File: src/hw/router_pkg.sv
package router_pkg;

  // byte path
  localparam int data_w = 8;
  localparam int addr_w = 2;
  localparam int num_ports = 3;

  // output fifo geometry
  localparam int fifo_depth = 16;
  localparam int ptr_w = $clog2(fifo_depth);

  // idle read limit before a port is flushed
  localparam int soft_rst_cycles = 30;

  typedef logic [data_w-1:0] byte_t;

  // controller states, encoded 0 to 7 in this order
  typedef enum logic [2:0] {
    decode_address,
    load_first_data,
    load_data,
    wait_till_empty,
    check_parity_error,
    load_parity,
    fifo_full_state,
    load_after_full
  } state_t;

endpackage

File: src/hw/router_fsm.sv
`timescale 1ns/1ps

module router_fsm (
  input  logic                          clk,
  input  logic                          rst,
  input  logic                          pkt_valid,
  input  logic [router_pkg::addr_w-1:0] data_in_addr,
  input  logic                          fifo_full,
  input  logic                          fifo_empty_0,
  input  logic                          fifo_empty_1,
  input  logic                          fifo_empty_2,
  input  logic                          soft_rst_0,
  input  logic                          soft_rst_1,
  input  logic                          soft_rst_2,
  input  logic                          parity_done,
  input  logic                          low_pkt_valid,
  output logic                          write_enb_reg,
  output logic                          detect_addr,
  output logic                          ld_state,
  output logic                          laf_state,
  output logic                          lfd_state,
  output logic                          full_state,
  output logic                          rst_int_reg,
  output logic                          busy
);
  import router_pkg::*;

  state_t state;
  state_t next_state;
  logic [addr_w-1:0] addr_q;
  logic [addr_w-1:0] sel_addr;
  logic tgt_empty;
  logic any_soft_rst;

  assign any_soft_rst = soft_rst_0 || soft_rst_1 || soft_rst_2;

  always_ff @(posedge clk) begin
    if (!rst || any_soft_rst) begin
      state <= decode_address;
    end else begin
      state <= next_state;
    end
  end

  // header address, held for the wait state
  always_ff @(posedge clk) begin
    if (!rst) begin
      addr_q <= '0;
    end else if (state == decode_address) begin
      addr_q <= data_in_addr;
    end
  end

  // empty flag of the addressed port only
  always_comb begin
    sel_addr = (state == decode_address) ? data_in_addr : addr_q;
    case (sel_addr)
      2'd0:    tgt_empty = fifo_empty_0;
      2'd1:    tgt_empty = fifo_empty_1;
      2'd2:    tgt_empty = fifo_empty_2;
      default: tgt_empty = 1'b0;
    endcase
  end

  always_comb begin
    next_state = state;
    case (state)
      decode_address: begin
        if (pkt_valid && int'(data_in_addr) < num_ports) begin
          next_state = tgt_empty ? load_first_data : wait_till_empty;
        end
      end
      load_first_data: next_state = load_data;
      load_data: begin
        if (fifo_full) begin
          next_state = fifo_full_state;
        end else if (!pkt_valid) begin
          next_state = load_parity;
        end
      end
      wait_till_empty: begin
        if (tgt_empty) begin
          next_state = load_first_data;
        end
      end
      load_parity: next_state = fifo_full ? fifo_full_state : check_parity_error;
      fifo_full_state: begin
        if (!fifo_full) begin
          next_state = load_after_full;
        end
      end
      load_after_full: begin
        // parity byte already out means the packet is complete
        if (parity_done) begin
          next_state = check_parity_error;
        end else if (low_pkt_valid) begin
          next_state = load_parity;
        end else begin
          next_state = load_data;
        end
      end
      check_parity_error: next_state = decode_address;
      default: next_state = decode_address;
    endcase
  end

  assign detect_addr   = (state == decode_address);
  assign lfd_state     = (state == load_first_data);
  assign ld_state      = (state == load_data);
  assign laf_state     = (state == load_after_full);
  assign full_state    = (state == fifo_full_state);
  assign rst_int_reg   = (state == check_parity_error);
  assign write_enb_reg = ld_state || laf_state || (state == load_parity);
  assign busy          = !(detect_addr || ld_state);

  a_state_legal: assert property (@(posedge clk) disable iff (!rst)
    !$isunknown(state) && state inside {decode_address, load_first_data, load_data,
      wait_till_empty, check_parity_error, load_parity, fifo_full_state, load_after_full})
    else $error("router_fsm: illegal state %0d", state);

endmodule

File: src/hw/router_reg.sv
`timescale 1ns/1ps

module router_reg (
  input  logic              clk,
  input  logic              rst,
  input  router_pkg::byte_t data_in,
  input  logic              pkt_valid,
  input  logic              fifo_full,
  input  logic              detect_addr,
  input  logic              ld_state,
  input  logic              laf_state,
  input  logic              lfd_state,
  input  logic              full_state,
  input  logic              rst_int_reg,
  output logic              parity_done,
  output logic              low_pkt_valid,
  output logic              err,
  output router_pkg::byte_t dout
);
  import router_pkg::*;

  byte_t header;
  byte_t full_byte;
  byte_t int_parity;
  byte_t pkt_parity;

  always_ff @(posedge clk) begin
    if (detect_addr && pkt_valid) begin
      header <= data_in;
    end
  end

  // byte headed for the fifo
  always_ff @(posedge clk) begin
    if (!rst) begin
      dout <= '0;
    end else if (lfd_state) begin
      dout <= header;
    end else if (ld_state && !fifo_full) begin
      dout <= data_in;
    end else if (laf_state) begin
      dout <= full_byte;
    end
  end

  // byte accepted while the fifo was full
  always_ff @(posedge clk) begin
    if (ld_state && fifo_full) begin
      full_byte <= data_in;
    end
  end

  always_ff @(posedge clk) begin
    if (lfd_state) begin
      int_parity <= header;
    end else if (ld_state && pkt_valid && !full_state) begin
      int_parity <= int_parity ^ data_in;
    end
  end

  // received parity byte
  always_ff @(posedge clk) begin
    if (ld_state && !pkt_valid) begin
      pkt_parity <= data_in;
    end
  end

  always_ff @(posedge clk) begin
    if (!rst || detect_addr) begin
      low_pkt_valid <= 1'b0;
      parity_done   <= 1'b0;
    end else begin
      if (ld_state && !pkt_valid) begin
        low_pkt_valid <= 1'b1;
      end
      if ((ld_state && !fifo_full && !pkt_valid) || (laf_state && low_pkt_valid)) begin
        parity_done <= 1'b1;
      end
    end
  end

  always_ff @(posedge clk) begin
    if (!rst || lfd_state) begin
      err <= 1'b0;
    end else if (rst_int_reg) begin
      err <= (int_parity != pkt_parity);
    end
  end

  a_err_rise: assert property (@(posedge clk) disable iff (!rst)
    $rose(err) |-> $past(rst_int_reg))
    else $error("router_reg: err rose outside the parity check");

endmodule

File: src/hw/router_sync.sv
`timescale 1ns/1ps

module router_sync (
  input  logic                             clk,
  input  logic                             rst,
  input  logic                             detect_addr,
  input  logic [router_pkg::addr_w-1:0]    data_in_addr,
  input  logic                             write_enb_reg,
  input  logic                             read_enb_0,
  input  logic                             read_enb_1,
  input  logic                             read_enb_2,
  input  logic                             empty_0,
  input  logic                             empty_1,
  input  logic                             empty_2,
  input  logic                             full_0,
  input  logic                             full_1,
  input  logic                             full_2,
  output logic                             fifo_full,
  output logic [router_pkg::num_ports-1:0] write_enb,
  output logic                             vld_out_0,
  output logic                             vld_out_1,
  output logic                             vld_out_2,
  output logic                             soft_rst_0,
  output logic                             soft_rst_1,
  output logic                             soft_rst_2
);
  import router_pkg::*;

  logic [addr_w-1:0] addr_q;
  logic [num_ports-1:0] empty;
  logic [num_ports-1:0] full;
  logic [num_ports-1:0] rd;
  logic [num_ports-1:0] vld;
  logic [num_ports-1:0] srst;

  assign empty = {empty_2, empty_1, empty_0};
  assign full  = {full_2, full_1, full_0};
  assign rd    = {read_enb_2, read_enb_1, read_enb_0};
  assign vld   = ~empty;

  assign vld_out_0  = vld[0];
  assign vld_out_1  = vld[1];
  assign vld_out_2  = vld[2];
  assign soft_rst_0 = srst[0];
  assign soft_rst_1 = srst[1];
  assign soft_rst_2 = srst[2];

  always_ff @(posedge clk) begin
    if (!rst) begin
      addr_q <= '0;
    end else if (detect_addr && int'(data_in_addr) < num_ports) begin
      addr_q <= data_in_addr;
    end
  end

  // steer writes to the latched port, hold them off while it is full
  always_comb begin
    fifo_full = 1'b0;
    write_enb = '0;
    for (int i = 0; i < num_ports; i++) begin
      if (int'(addr_q) == i) begin
        fifo_full    = full[i];
        write_enb[i] = write_enb_reg && !full[i];
      end
    end
  end

  for (genvar i = 0; i < num_ports; i++) begin : g_timer
    logic [4:0] idle_cnt;
    logic       pulse;

    always_ff @(posedge clk) begin
      if (!rst) begin
        idle_cnt <= '0;
        pulse    <= 1'b0;
      end else if (vld[i] && !rd[i]) begin
        pulse    <= (idle_cnt == 5'(soft_rst_cycles - 1));
        idle_cnt <= (idle_cnt == 5'(soft_rst_cycles - 1)) ? '0 : idle_cnt + 1'b1;
      end else begin
        idle_cnt <= '0;
        pulse    <= 1'b0;
      end
    end

    assign srst[i] = pulse;
  end

  a_wr_onehot: assert property (@(posedge clk) disable iff (!rst) $onehot0(write_enb))
    else $error("router_sync: more than one fifo written");

endmodule

File: src/hw/router_fifo.sv
`timescale 1ns/1ps

module router_fifo (
  input  logic              clk,
  input  logic              rst,
  input  logic              soft_rst,
  input  logic              write_enb,
  input  logic              read_enb,
  input  router_pkg::byte_t data_in,
  output router_pkg::byte_t data_out,
  output logic              empty,
  output logic              full
);
  import router_pkg::*;

  byte_t mem [fifo_depth];
  logic [ptr_w-1:0] wr_ptr;
  logic [ptr_w-1:0] rd_ptr;
  logic [ptr_w:0] count;
  logic do_wr;
  logic do_rd;

  assign empty = (count == '0);
  assign full  = (count == (ptr_w + 1)'(fifo_depth));
  assign do_wr = write_enb && !full;
  assign do_rd = read_enb && !empty;

  always_ff @(posedge clk) begin
    if (do_wr) begin
      mem[wr_ptr] <= data_in;
    end
  end

  // pointers wrap at the depth
  always_ff @(posedge clk) begin
    if (!rst || soft_rst) begin
      wr_ptr <= '0;
      rd_ptr <= '0;
      count  <= '0;
    end else begin
      if (do_wr) begin
        wr_ptr <= wr_ptr + 1'b1;
      end
      if (do_rd) begin
        rd_ptr <= rd_ptr + 1'b1;
      end
      case ({do_wr, do_rd})
        2'b10:   count <= count + 1'b1;
        2'b01:   count <= count - 1'b1;
        default: count <= count;
      endcase
    end
  end

  always_ff @(posedge clk) begin
    if (!rst || soft_rst) begin
      data_out <= '0;
    end else if (do_rd) begin
      data_out <= mem[rd_ptr];
    end
  end

  a_no_wr_full: assert property (@(posedge clk) disable iff (!rst) write_enb |-> !full)
    else $error("router_fifo: write while full");

  // an empty fifo has its read pointer caught up with the write pointer
  a_no_rd_empty: assert property (@(posedge clk) disable iff (!rst)
    empty |-> (rd_ptr == wr_ptr))
    else $error("router_fifo: read pointer passed the write pointer");

endmodule

File: src/hw/router_top.sv
`timescale 1ns/1ps

module router_top (
  input  logic              clk,
  input  logic              rst,
  input  router_pkg::byte_t data_in,
  input  logic              pkt_valid,
  input  logic              read_enb_0,
  input  logic              read_enb_1,
  input  logic              read_enb_2,
  output router_pkg::byte_t data_out_0,
  output router_pkg::byte_t data_out_1,
  output router_pkg::byte_t data_out_2,
  output logic              vld_out_0,
  output logic              vld_out_1,
  output logic              vld_out_2,
  output logic              err,
  output logic              busy
);
  import router_pkg::*;

  byte_t dout;
  byte_t fifo_dout [num_ports];
  logic [num_ports-1:0] write_enb;
  logic [num_ports-1:0] empty;
  logic [num_ports-1:0] full;
  logic [num_ports-1:0] soft_rst;
  logic [num_ports-1:0] read_enb;
  logic fifo_full;
  logic parity_done;
  logic low_pkt_valid;
  logic detect_addr;
  logic ld_state;
  logic laf_state;
  logic lfd_state;
  logic full_state;
  logic rst_int_reg;
  logic write_enb_reg;

  assign read_enb   = {read_enb_2, read_enb_1, read_enb_0};
  assign data_out_0 = fifo_dout[0];
  assign data_out_1 = fifo_dout[1];
  assign data_out_2 = fifo_dout[2];

  router_fsm i_router_fsm (
    .data_in_addr(data_in[addr_w-1:0]),
    .fifo_empty_0(empty[0]), .fifo_empty_1(empty[1]), .fifo_empty_2(empty[2]),
    .soft_rst_0(soft_rst[0]), .soft_rst_1(soft_rst[1]), .soft_rst_2(soft_rst[2]),
    .*
  );

  router_reg i_router_reg (.*);

  router_sync i_router_sync (
    .data_in_addr(data_in[addr_w-1:0]),
    .empty_0(empty[0]), .empty_1(empty[1]), .empty_2(empty[2]),
    .full_0(full[0]), .full_1(full[1]), .full_2(full[2]),
    .soft_rst_0(soft_rst[0]), .soft_rst_1(soft_rst[1]), .soft_rst_2(soft_rst[2]),
    .*
  );

  for (genvar i = 0; i < num_ports; i++) begin : g_fifo
    router_fifo i_router_fifo (
      .clk(clk), .rst(rst), .soft_rst(soft_rst[i]),
      .write_enb(write_enb[i]), .read_enb(read_enb[i]), .data_in(dout),
      .data_out(fifo_dout[i]), .empty(empty[i]), .full(full[i])
    );
  end

endmodule

File: config.mk
export PLATFORM = sky130hd
export DESIGN_NAME = router_top
export DESIGN_NICKNAME = d
export VERILOG_FILES = /design/src/hw/router_pkg.sv /design/src/hw/router_fsm.sv /design/src/hw/router_reg.sv /design/src/hw/router_sync.sv /design/src/hw/router_fifo.sv /design/src/hw/router_top.sv
export SDC_FILE = /design/constraint.sdc
export NUM_CORES = 1
export LEC_CHECK = 0
export ABC_CLOCK_PERIOD_IN_PS = 3750
export BUFFER_PORTS_ARGS = -buffer_cell sky130_fd_sc_hd__buf_2
export CAP_MARGIN = 25
export CORE_UTILIZATION = 55
export DETAILED_ROUTE_END_ITERATION = 10
export PLACE_DENSITY = 0.7
export SETUP_SLACK_MARGIN = 0.1
export SLEW_MARGIN = 20
export SYNTH_ARGS = -nofsm -noshare
export SYNTH_HDL_FRONTEND = slang
export SYNTH_SLANG_ARGS = --single-unit
File: constraint.sdc
create_clock -name clk -period 3.75 [get_ports clk]
set_input_delay 0.1875 -clock clk [delete_from_list [all_inputs] [get_ports clk]]
set_output_delay 0.1875 -clock clk [all_outputs]
set_load 0.01 [all_outputs]
Word level (Yosys, flattened, before mapping). Memories as Yosys holds them, arrays and structs flattened. A register that Yosys moved wholly into a read port is not among the register bits. Cells that the tools add are included. Widths: inputs -> output; s select.

Input bits: 14. Logic and storage cells: 177. Bits in writable memories: 384. Register bits after elaboration: 107. Memories: 3. Output and inout bits: 29.

Memories: g_fifo[0].i_router_fifo.mem (words 16, width 8, read ports 1, clocked after memory_dff 1, wr ports 1, RTL line router_fifo.sv:16) `byte_t mem [fifo_depth];`; g_fifo[1].i_router_fifo.mem (words 16, width 8, read ports 1, clocked after memory_dff 1, wr ports 1, RTL line router_fifo.sv:16); g_fifo[2].i_router_fifo.mem (words 16, width 8, read ports 1, clocked after memory_dff 1, wr ports 1, RTL line router_fifo.sv:16).

Add/subtract/negate cells: 15. Eq/ne operators: 28. Mux-type cells: 32. Magnitude comparators: 1. Bitwise gates (word level): 6. Reduce and logical (&&, ||, !) cells: 66.

Operators with widths (count): $mux 8 (5); $add 5x1->5 const B (6); $eq 5x5->1 const B (6); $pmux 5 s2 (3); $add 4x1->4 const B (6); $pmux 3 s8 (1); $logic_and 1x1->1 (22); $mux 3 (7); $logic_not 5->1 (3); $sub 5x1->5 const B (3); $logic_not 1->1 (14); $eq 2x2->1 const B (6); $eq 3x3->1 const B (4); $logic_or 1x1->1 (12); $mux 1 (12); $reduce_or 3->1 (3); $eq 2x1->1 const B (4); $ne 8x8->1 (1); $reduce_bool 2->1 (4); $xor 8x8->8 (1); $eq 3x2->1 const B (2); $mux 2 (3); $reduce_and 2->1 (3); $logic_not 2->1 (2); other kinds (11) (15).

Logic depth before layout (Yosys ltp).
Word-level depth: 8. Depth in mapped cells: 15. Mapped depth without buffers: 12.

By module. A second synthesis with hierarchy kept.

Cell total of the unflattened synthesis: 1378. Area, all modules: 21042.7 µm².

By module, submodules not included: router_fifo (cells an instance 361, instances 3, area each 5944.5 µm²); router_reg (cells an instance 143, instances 1, area each 1888.1 µm²); router_sync (cells an instance 85, instances 1, area each 840.8 µm²); router_fsm (cells an instance 67, instances 1, area each 480.5 µm²).

Worst setup path after synthesis. OpenSTA, ideal clock, no wires.

Path kind: register to register. Start: reg g_fifo[2].i_router_fifo.count[1]. End: reg g_fifo[2].i_router_fifo.count[4]. Data arrival time: 3112 ps. Path buffers: 3. Setup slack: 516 ps. Cell stages (with the launch flop): 16. Period minus slack after synthesis: 3234 ps. Required time: 3628 ps. Path through: dfxtp_1 -> buf_6 -> nor4_4 -> nand2b_1 -> nand2_1 -> inv_1 -> buf_1 -> ha_1 -> clkbuf_1 -> xor2_1 -> ha_1 -> a21oi_1 -> o22ai_1 -> a222oi_1 -> or3_1 -> a21oi_1.

Elaborated cells between the ends (all ways): 14. Classes of those cells: add/sub: 2; eq/ne: 3; mux: 2; reduce/logical: 7.

RTL lines: start, declared (RTL line router_fifo.sv:19) `logic [ptr_w:0] count;`; start signal, assigned (RTL line router_fifo.sv:48) `2'b10: count <= count + 1'b1;`; start signal, assigned (RTL line router_fifo.sv:49) `2'b01: count <= count - 1'b1;`; start signal, assigned (RTL line router_fifo.sv:50) `default: count <= count;`; $logic_not 5->1 (*) (RTL line router_fifo.sv:23) `assign empty = (count == '0);`; $logic_not 1->1 (*) (RTL line router_fifo.sv:26) `assign do_rd = read_enb && !empty;`; $logic_and 1x1->1 (*) (RTL line router_fifo.sv:26); named net g_fifo[2].i_router_fifo.do_rd (RTL line router_fifo.sv:21) `logic do_rd;`; $eq 2x1->1 or $eq 2x2->1 (tied branches) (RTL line router_fifo.sv:47) `case ({do_wr, do_rd})`; $pmux 5 s2 or $reduce_bool 2->1 (tied branches).

The timed path passes the listed nets; every way through them passes the cells marked *. A chain may end at the register's enable or synchronous reset.

Final worst setup path.
Start: reg i_router_fsm.state[2]. End: reg g_fifo[0].i_router_fifo.count[4].

Cells in the longest elaborated chain, start to end: 8. Elaborated cells between the ends (all ways): 12. Classes of those cells: eq/ne: 5; mux: 2; reduce/logical: 5.

RTL lines: start, declared (RTL line router_fsm.sv:28) `state_t state;`; start signal, assigned (RTL line router_fsm.sv:39) `state <= decode_address;`; start signal, assigned (RTL line router_fsm.sv:41) `state <= next_state;`; $eq 3x2->1 or $eq 3x3->1 (tied branches) (RTL line router_fsm.sv:109, router_fsm.sv:110); $logic_or 1x1->1 (RTL line router_fsm.sv:113) `assign write_enb_reg = ld_state || laf_state || (state == load_parity);`; $logic_or 1x1->1 (*) (RTL line router_fsm.sv:113); $logic_and 1x1->1 (*) (RTL line router_sync.sv:63) `write_enb[i] = write_enb_reg && !full[i];`; $mux 1 (*) (RTL line router_sync.sv:61) `if (int'(addr_q) == i) begin`; $logic_and 1x1->1 (*) (RTL line router_fifo.sv:25) `assign do_wr = write_enb && !full;`; $eq 2x1->1 or $eq 2x2->1 (tied branches) (RTL line router_fifo.sv:47); $pmux 5 s2 or $reduce_bool 2->1 (tied branches); end signal, assigned (RTL line router_fifo.sv:48); end signal, assigned (RTL line router_fifo.sv:49); end signal, assigned (RTL line router_fifo.sv:50); end, declared (RTL line router_fifo.sv:19).

Every way passes the cells marked *; elsewhere a longest branch is shown, timed or not.

==> results.md <==
Floorplan:
- The total core area is 0.0375 mm².
- The total die area is 0.0388 mm².
- The initial standard-cell utilization of the core is 55.7%.
- The die boundary width is 197 µm.
- The die is 197 µm tall.
- The I/O pin count is 43.
- The number of standard-cell rows in the floorplan is 71.

STA:
- The accumulated negative setup slack is 0 ps.
- The headroom to the max-slew limit is 32.6%.
- Setup violations remaining at the end of the flow were counted as 0.
- Setup repair after global routing left no endpoint under its margin.
- Subtracting the final worst setup slack from the clock period gives 3440 ps.
- The final-report hold violation count is 0.
- Clock skew on the completed layout was measured at 14.6 ps.
- After layout, the worst setup slack is 310 ps.
- The slew at the pin closest to its max-slew limit is 1010 ps.
- The part of the cycle the worst path needs is 91.7%.
- On the final layout, the worst hold slack is 41.8 ps.
- The achievable frequency is 291 MHz.
- The count of pins over their slew limit is 0.

Global routing:
- The total congestion overflow is 0.
- The total track usage is 22.5%.
- The pin count of the biggest net entering global routing is 50.
- The initial antenna violation count is 0.
- The first-pass GRT wire length is 64,600 µm.
- The via count of the first global-routing pass is 11,000.

Route:
- The routed design uses 19,700 µm of met2 wire.
- The detailed-route via count is 11,000.
- The sum of routed wire length over all layers is 41,500 µm.
- The detailed-routed wire length on met3 is 2600 µm.
- The iteration count of the initial detailed-routing pass is 7.
- The number of DRC violations after detailed routing is 0.
- The highest layer touched by signal routing is met4.
- The detail route stage leaves a number of antenna-violating nets equal to 0.
- After detailed routing, the number of vias per cell comes to 5.84.
- The detailed router put a total of 18,200 µm of wire on met1.
- The number of violations reported at the end of detailed-routing iteration 0 is 1,040.
- The final routed wire length divided by cell count is 22.0 µm.

Min path:
- The worst hold path belongs to the class primary input to register.
- The startpoint identified for the worst hold timing path is pkt_valid.
- Counting instances, the worst hold path has a depth of 3.
- For hold timing, the worst endpoint is i_router_fsm.state[2].

Setup path:
- The startpoint class of the critical path is a register.
- Data arrives at the worst endpoint at 3940 ps.
- Among cell families on the critical path, the largest total delay comes from simple AND/OR/NAND/NOR gates.
- For the worst setup path, the data required time is 4250 ps.
- The worst register-to-register path has a setup slack of 310 ps.
- The startpoint of the lowest-slack register-to-register path is i_router_fsm.state[2].
- The destination of the worst register-to-register timing path is g_fifo[0].i_router_fifo.count[4].
- Among all stages on the critical path, the largest delay is contributed by sky130_fd_sc_hd__or3b_1.
- The number of buffer and inverter instances along the worst setup path is 1.
- Along the worst path, the maximum fanout reaches 8.
- The category of the worst setup path capture point is a register.
- The logic depth of the worst register-to-register path is 12.
- Walking the worst path, the cells encountered are or3b_1, a211oi_1, and2_1, inv_1, ha_1, xor2_1, ha_1, a211o_1, a21oi_1, a221oi_1, or3_1, a21oi_1.
- The critical path crosses 12 cells after its start point.
- The largest stage delay on the critical path is 520 ps.
- The worst setup path is of the register to register kind.

Power and ir drop:
- The maximum ir drop on the vdd rail is 0.439 mV.
- The share of total power dissipated in the clock network is 30.5%.
- The total power after layout is 15,900 µW.
- In this run, flip-flops and latches consume 49.0% of the power.
- Summed over all nets, the switching power comes to 4590 µW.
- The internal power is 11,300 µW.
- The reported leakage power is 0.00779 µW.
- The switching share of total power is 28.8%.
- Combinational logic burns 20.5% of the power.
- Dividing total power by cell area gives a power density of 677 mW/mm².

CTS:
- Clock-pin slew was measured on the worst setup and hold paths at 60 ps.
- The root buffer cell chosen for the clock tree is sky130_fd_sc_hd__clkbuf_16.
- The worst-case clock buffer depth is 3.
- TritonCTS built the clock tree.
- In this run, post-CTS repair resized a total of 0 instances.
- The clock sink count is 515.
- The number of H-tree levels is 2.
- In this run, CTS created clock tree buffers numbering 50.
- The clock latency of the later-clocked register in the worst-skew pair is 590 ps.

Yosys:
- The register bit total from synthesis is 515.
- The cell count after synthesis came out at 1,262.
- During synthesis, Yosys emitted a total of 0 warnings.
- The mapped cell area is 0.0209 mm².
- Of all flip-flops after synthesis, the portion carrying an async set or reset was 0%.
- Counting flops with a built-in enable in the synthesized netlist gives 416.
- When the netlist entered floorplanning its net count stood at 1,308.
- The average cell area after synthesis is 16.6 µm².
- The unique cell type count in the Yosys netlist is 63.
- In the synthesized netlist the dominant register cell turns out to be sky130_fd_sc_hd__edfxtp_1.
- The sequential-to-total area share from yosys stat is 69.3%.

Final layout:
- In the final layout, the share of cells above drive strength 1 is 21.6%.
- Summing all multi-input logic gate instances after layout gives 0.00599 mm².
- The area added between synthesis and finish is 12.6%.
- The fill cell instance count of the final layout is 2,724.
- The final net count is 1,378.
- The share of the core filled with cells in the final layout is 62.7%.
- Leaving out fill and tap cells, the most frequent cell in the layout is sky130_fd_sc_hd__edfxtp_1.
- Summing all flip-flop and latch instances after layout gives 0.0145 mm².
- The number of antenna diodes in the final layout is 0.
- Leaving out fill and tap cells, the most frequent cells in the layout are sky130_fd_sc_hd__edfxtp_1 (416), sky130_fd_sc_hd__mux4_2 (120), sky130_fd_sc_hd__nor2_1 (111).

Job:
- The number of maximum-capacitance constraint violations is 0.

Place:
- The congestion estimate from routability-driven global placement came to 0.822.
- At the placement stage, the worst setup path has a slack of 323 ps.
- In this run the tool buffered the top-level ports with 42 buffer cells.
- The HPWL after detailed placement is 25,100 µm.

Status:
- The flow ran to the end, and the final reports show no timing, DRC or antenna violations.
==> power by group through the flow <==
| stage | logic (µW) | registers (µW) | clock network (µW) |
|---|---|---|---|
| 2_1_floorplan | 2220 | 7680 | 0 |
| 3_3_place_gp | 2840 | 8140 | 0 |
| 3_5_place_dp | 2900 | 8200 | 0 |
| 4_1_cts | 2930 | 8080 | 4950 |
| 5_1_grt | 3570 | 7900 | 5180 |
| 6_report | 3260 | 7810 | 4860 |
==> tightest hold or removal path, stage by stage <==
cell and delay [ps]:
sky130_fd_sc_hd__buf_2 130, sky130_fd_sc_hd__a21o_1 170, sky130_fd_sc_hd__a2111oi_4 80
==> synth_stat cells (20+ instances only) <==
library cell,number,area share (%)
sky130_fd_sc_hd__mux4_2,120,13
sky130_fd_sc_hd__a21oi_1,52,1.2
sky130_fd_sc_hd__edfxtp_1,416,60
sky130_fd_sc_hd__ha_1,32,1.9
sky130_fd_sc_hd__xor2_1,34,1.4
sky130_fd_sc_hd__dfxtp_1,99,9.5
sky130_fd_sc_hd__nand2_1,86,1.5
sky130_fd_sc_hd__inv_1,35,0.63
sky130_fd_sc_hd__clkbuf_1,33,0.59
sky130_fd_sc_hd__nor2_1,111,2.0
sky130_fd_sc_hd__nand2b_1,27,0.81
sky130_fd_sc_hd__nor3_1,20,0.48
==> metrics by stage <==
| step | instance area (µm²) | std cells |
|---|---|---|
| after global placement | 21700 | 1773 |
| after floorplan | 20900 | 1262 |
| after CTS | 23400 | 1880 |
| final | 23500 | 1885 |
| after global routing | 23500 | 1885 |
| after detailed placement | 21700 | 1773 |
==> repair_timing <==
action                                 CTS  global route
hold buffers                            13             0
setup buffers                            0             0
endpoints found under the hold margin   29             0
==> worst max-delay path by stage <==
stage                                     startpoint                          endpoint
floorplan           g_fifo[2].i_router_fifo.count[1]  g_fifo[2].i_router_fifo.count[4]
global placement               i_router_fsm.state[2]  g_fifo[0].i_router_fifo.count[4]
detailed placement             i_router_fsm.state[1]  g_fifo[0].i_router_fifo.count[4]
CTS                            i_router_fsm.state[1]  g_fifo[0].i_router_fifo.count[4]
global route                   i_router_fsm.state[1]  g_fifo[0].i_router_fifo.count[4]
finish                         i_router_fsm.state[2]  g_fifo[0].i_router_fifo.count[4]
==> metal layers <==
layer  track usage, %  vias up
li1                 -     4989
met1             32.2     5586
met2             34.9      349
met3             4.74       79
met4             6.89        0
met5                0        -
==> flip-flops by register name, summed over array words and instances (netlist names), 3 cells and up <==
register and flops:
g_fifo.i_router_fifo.count 15, g_fifo.i_router_fifo.data_out 24, g_fifo.i_router_fifo.mem 384, g_fifo.i_router_fifo.rd_ptr 12, g_fifo.i_router_fifo.wr_ptr 12, i_router_fsm.state 3
i_router_reg.dout 8, i_router_reg.full_byte 8, i_router_reg.header 8, i_router_reg.int_parity 8, i_router_reg.pkt_parity 8, i_router_sync.g_timer.idle_cnt 15
==> area by class of cell <==
class / count / share of cell area, %
Clock buffer: 73 / 5.98
Inverter: 35 / 0.559
Timing Repair Buffer: 86 / 2.93
Sequential cell: 515 / 61.6
Multi-Input combinational cell: 644 / 25.5
Clock inverter: 21 / 0.745
Tap cell: 511 / 2.72
==> logic make-up after synthesis <==
logic type	Yosys count	synth area share [%]
multiplexers	134	13.6
XOR/XNOR	53	2.22
AND/OR/NAND/NOR	313	7.23
adder cells (fa/ha/maj)	32	1.92
flip-flops	515	69.3
AO/OA/AOI/OAI	112	3.69
buffers and inverters	103	2.08
No activity file was read; power rests on OpenSTA's default activity.
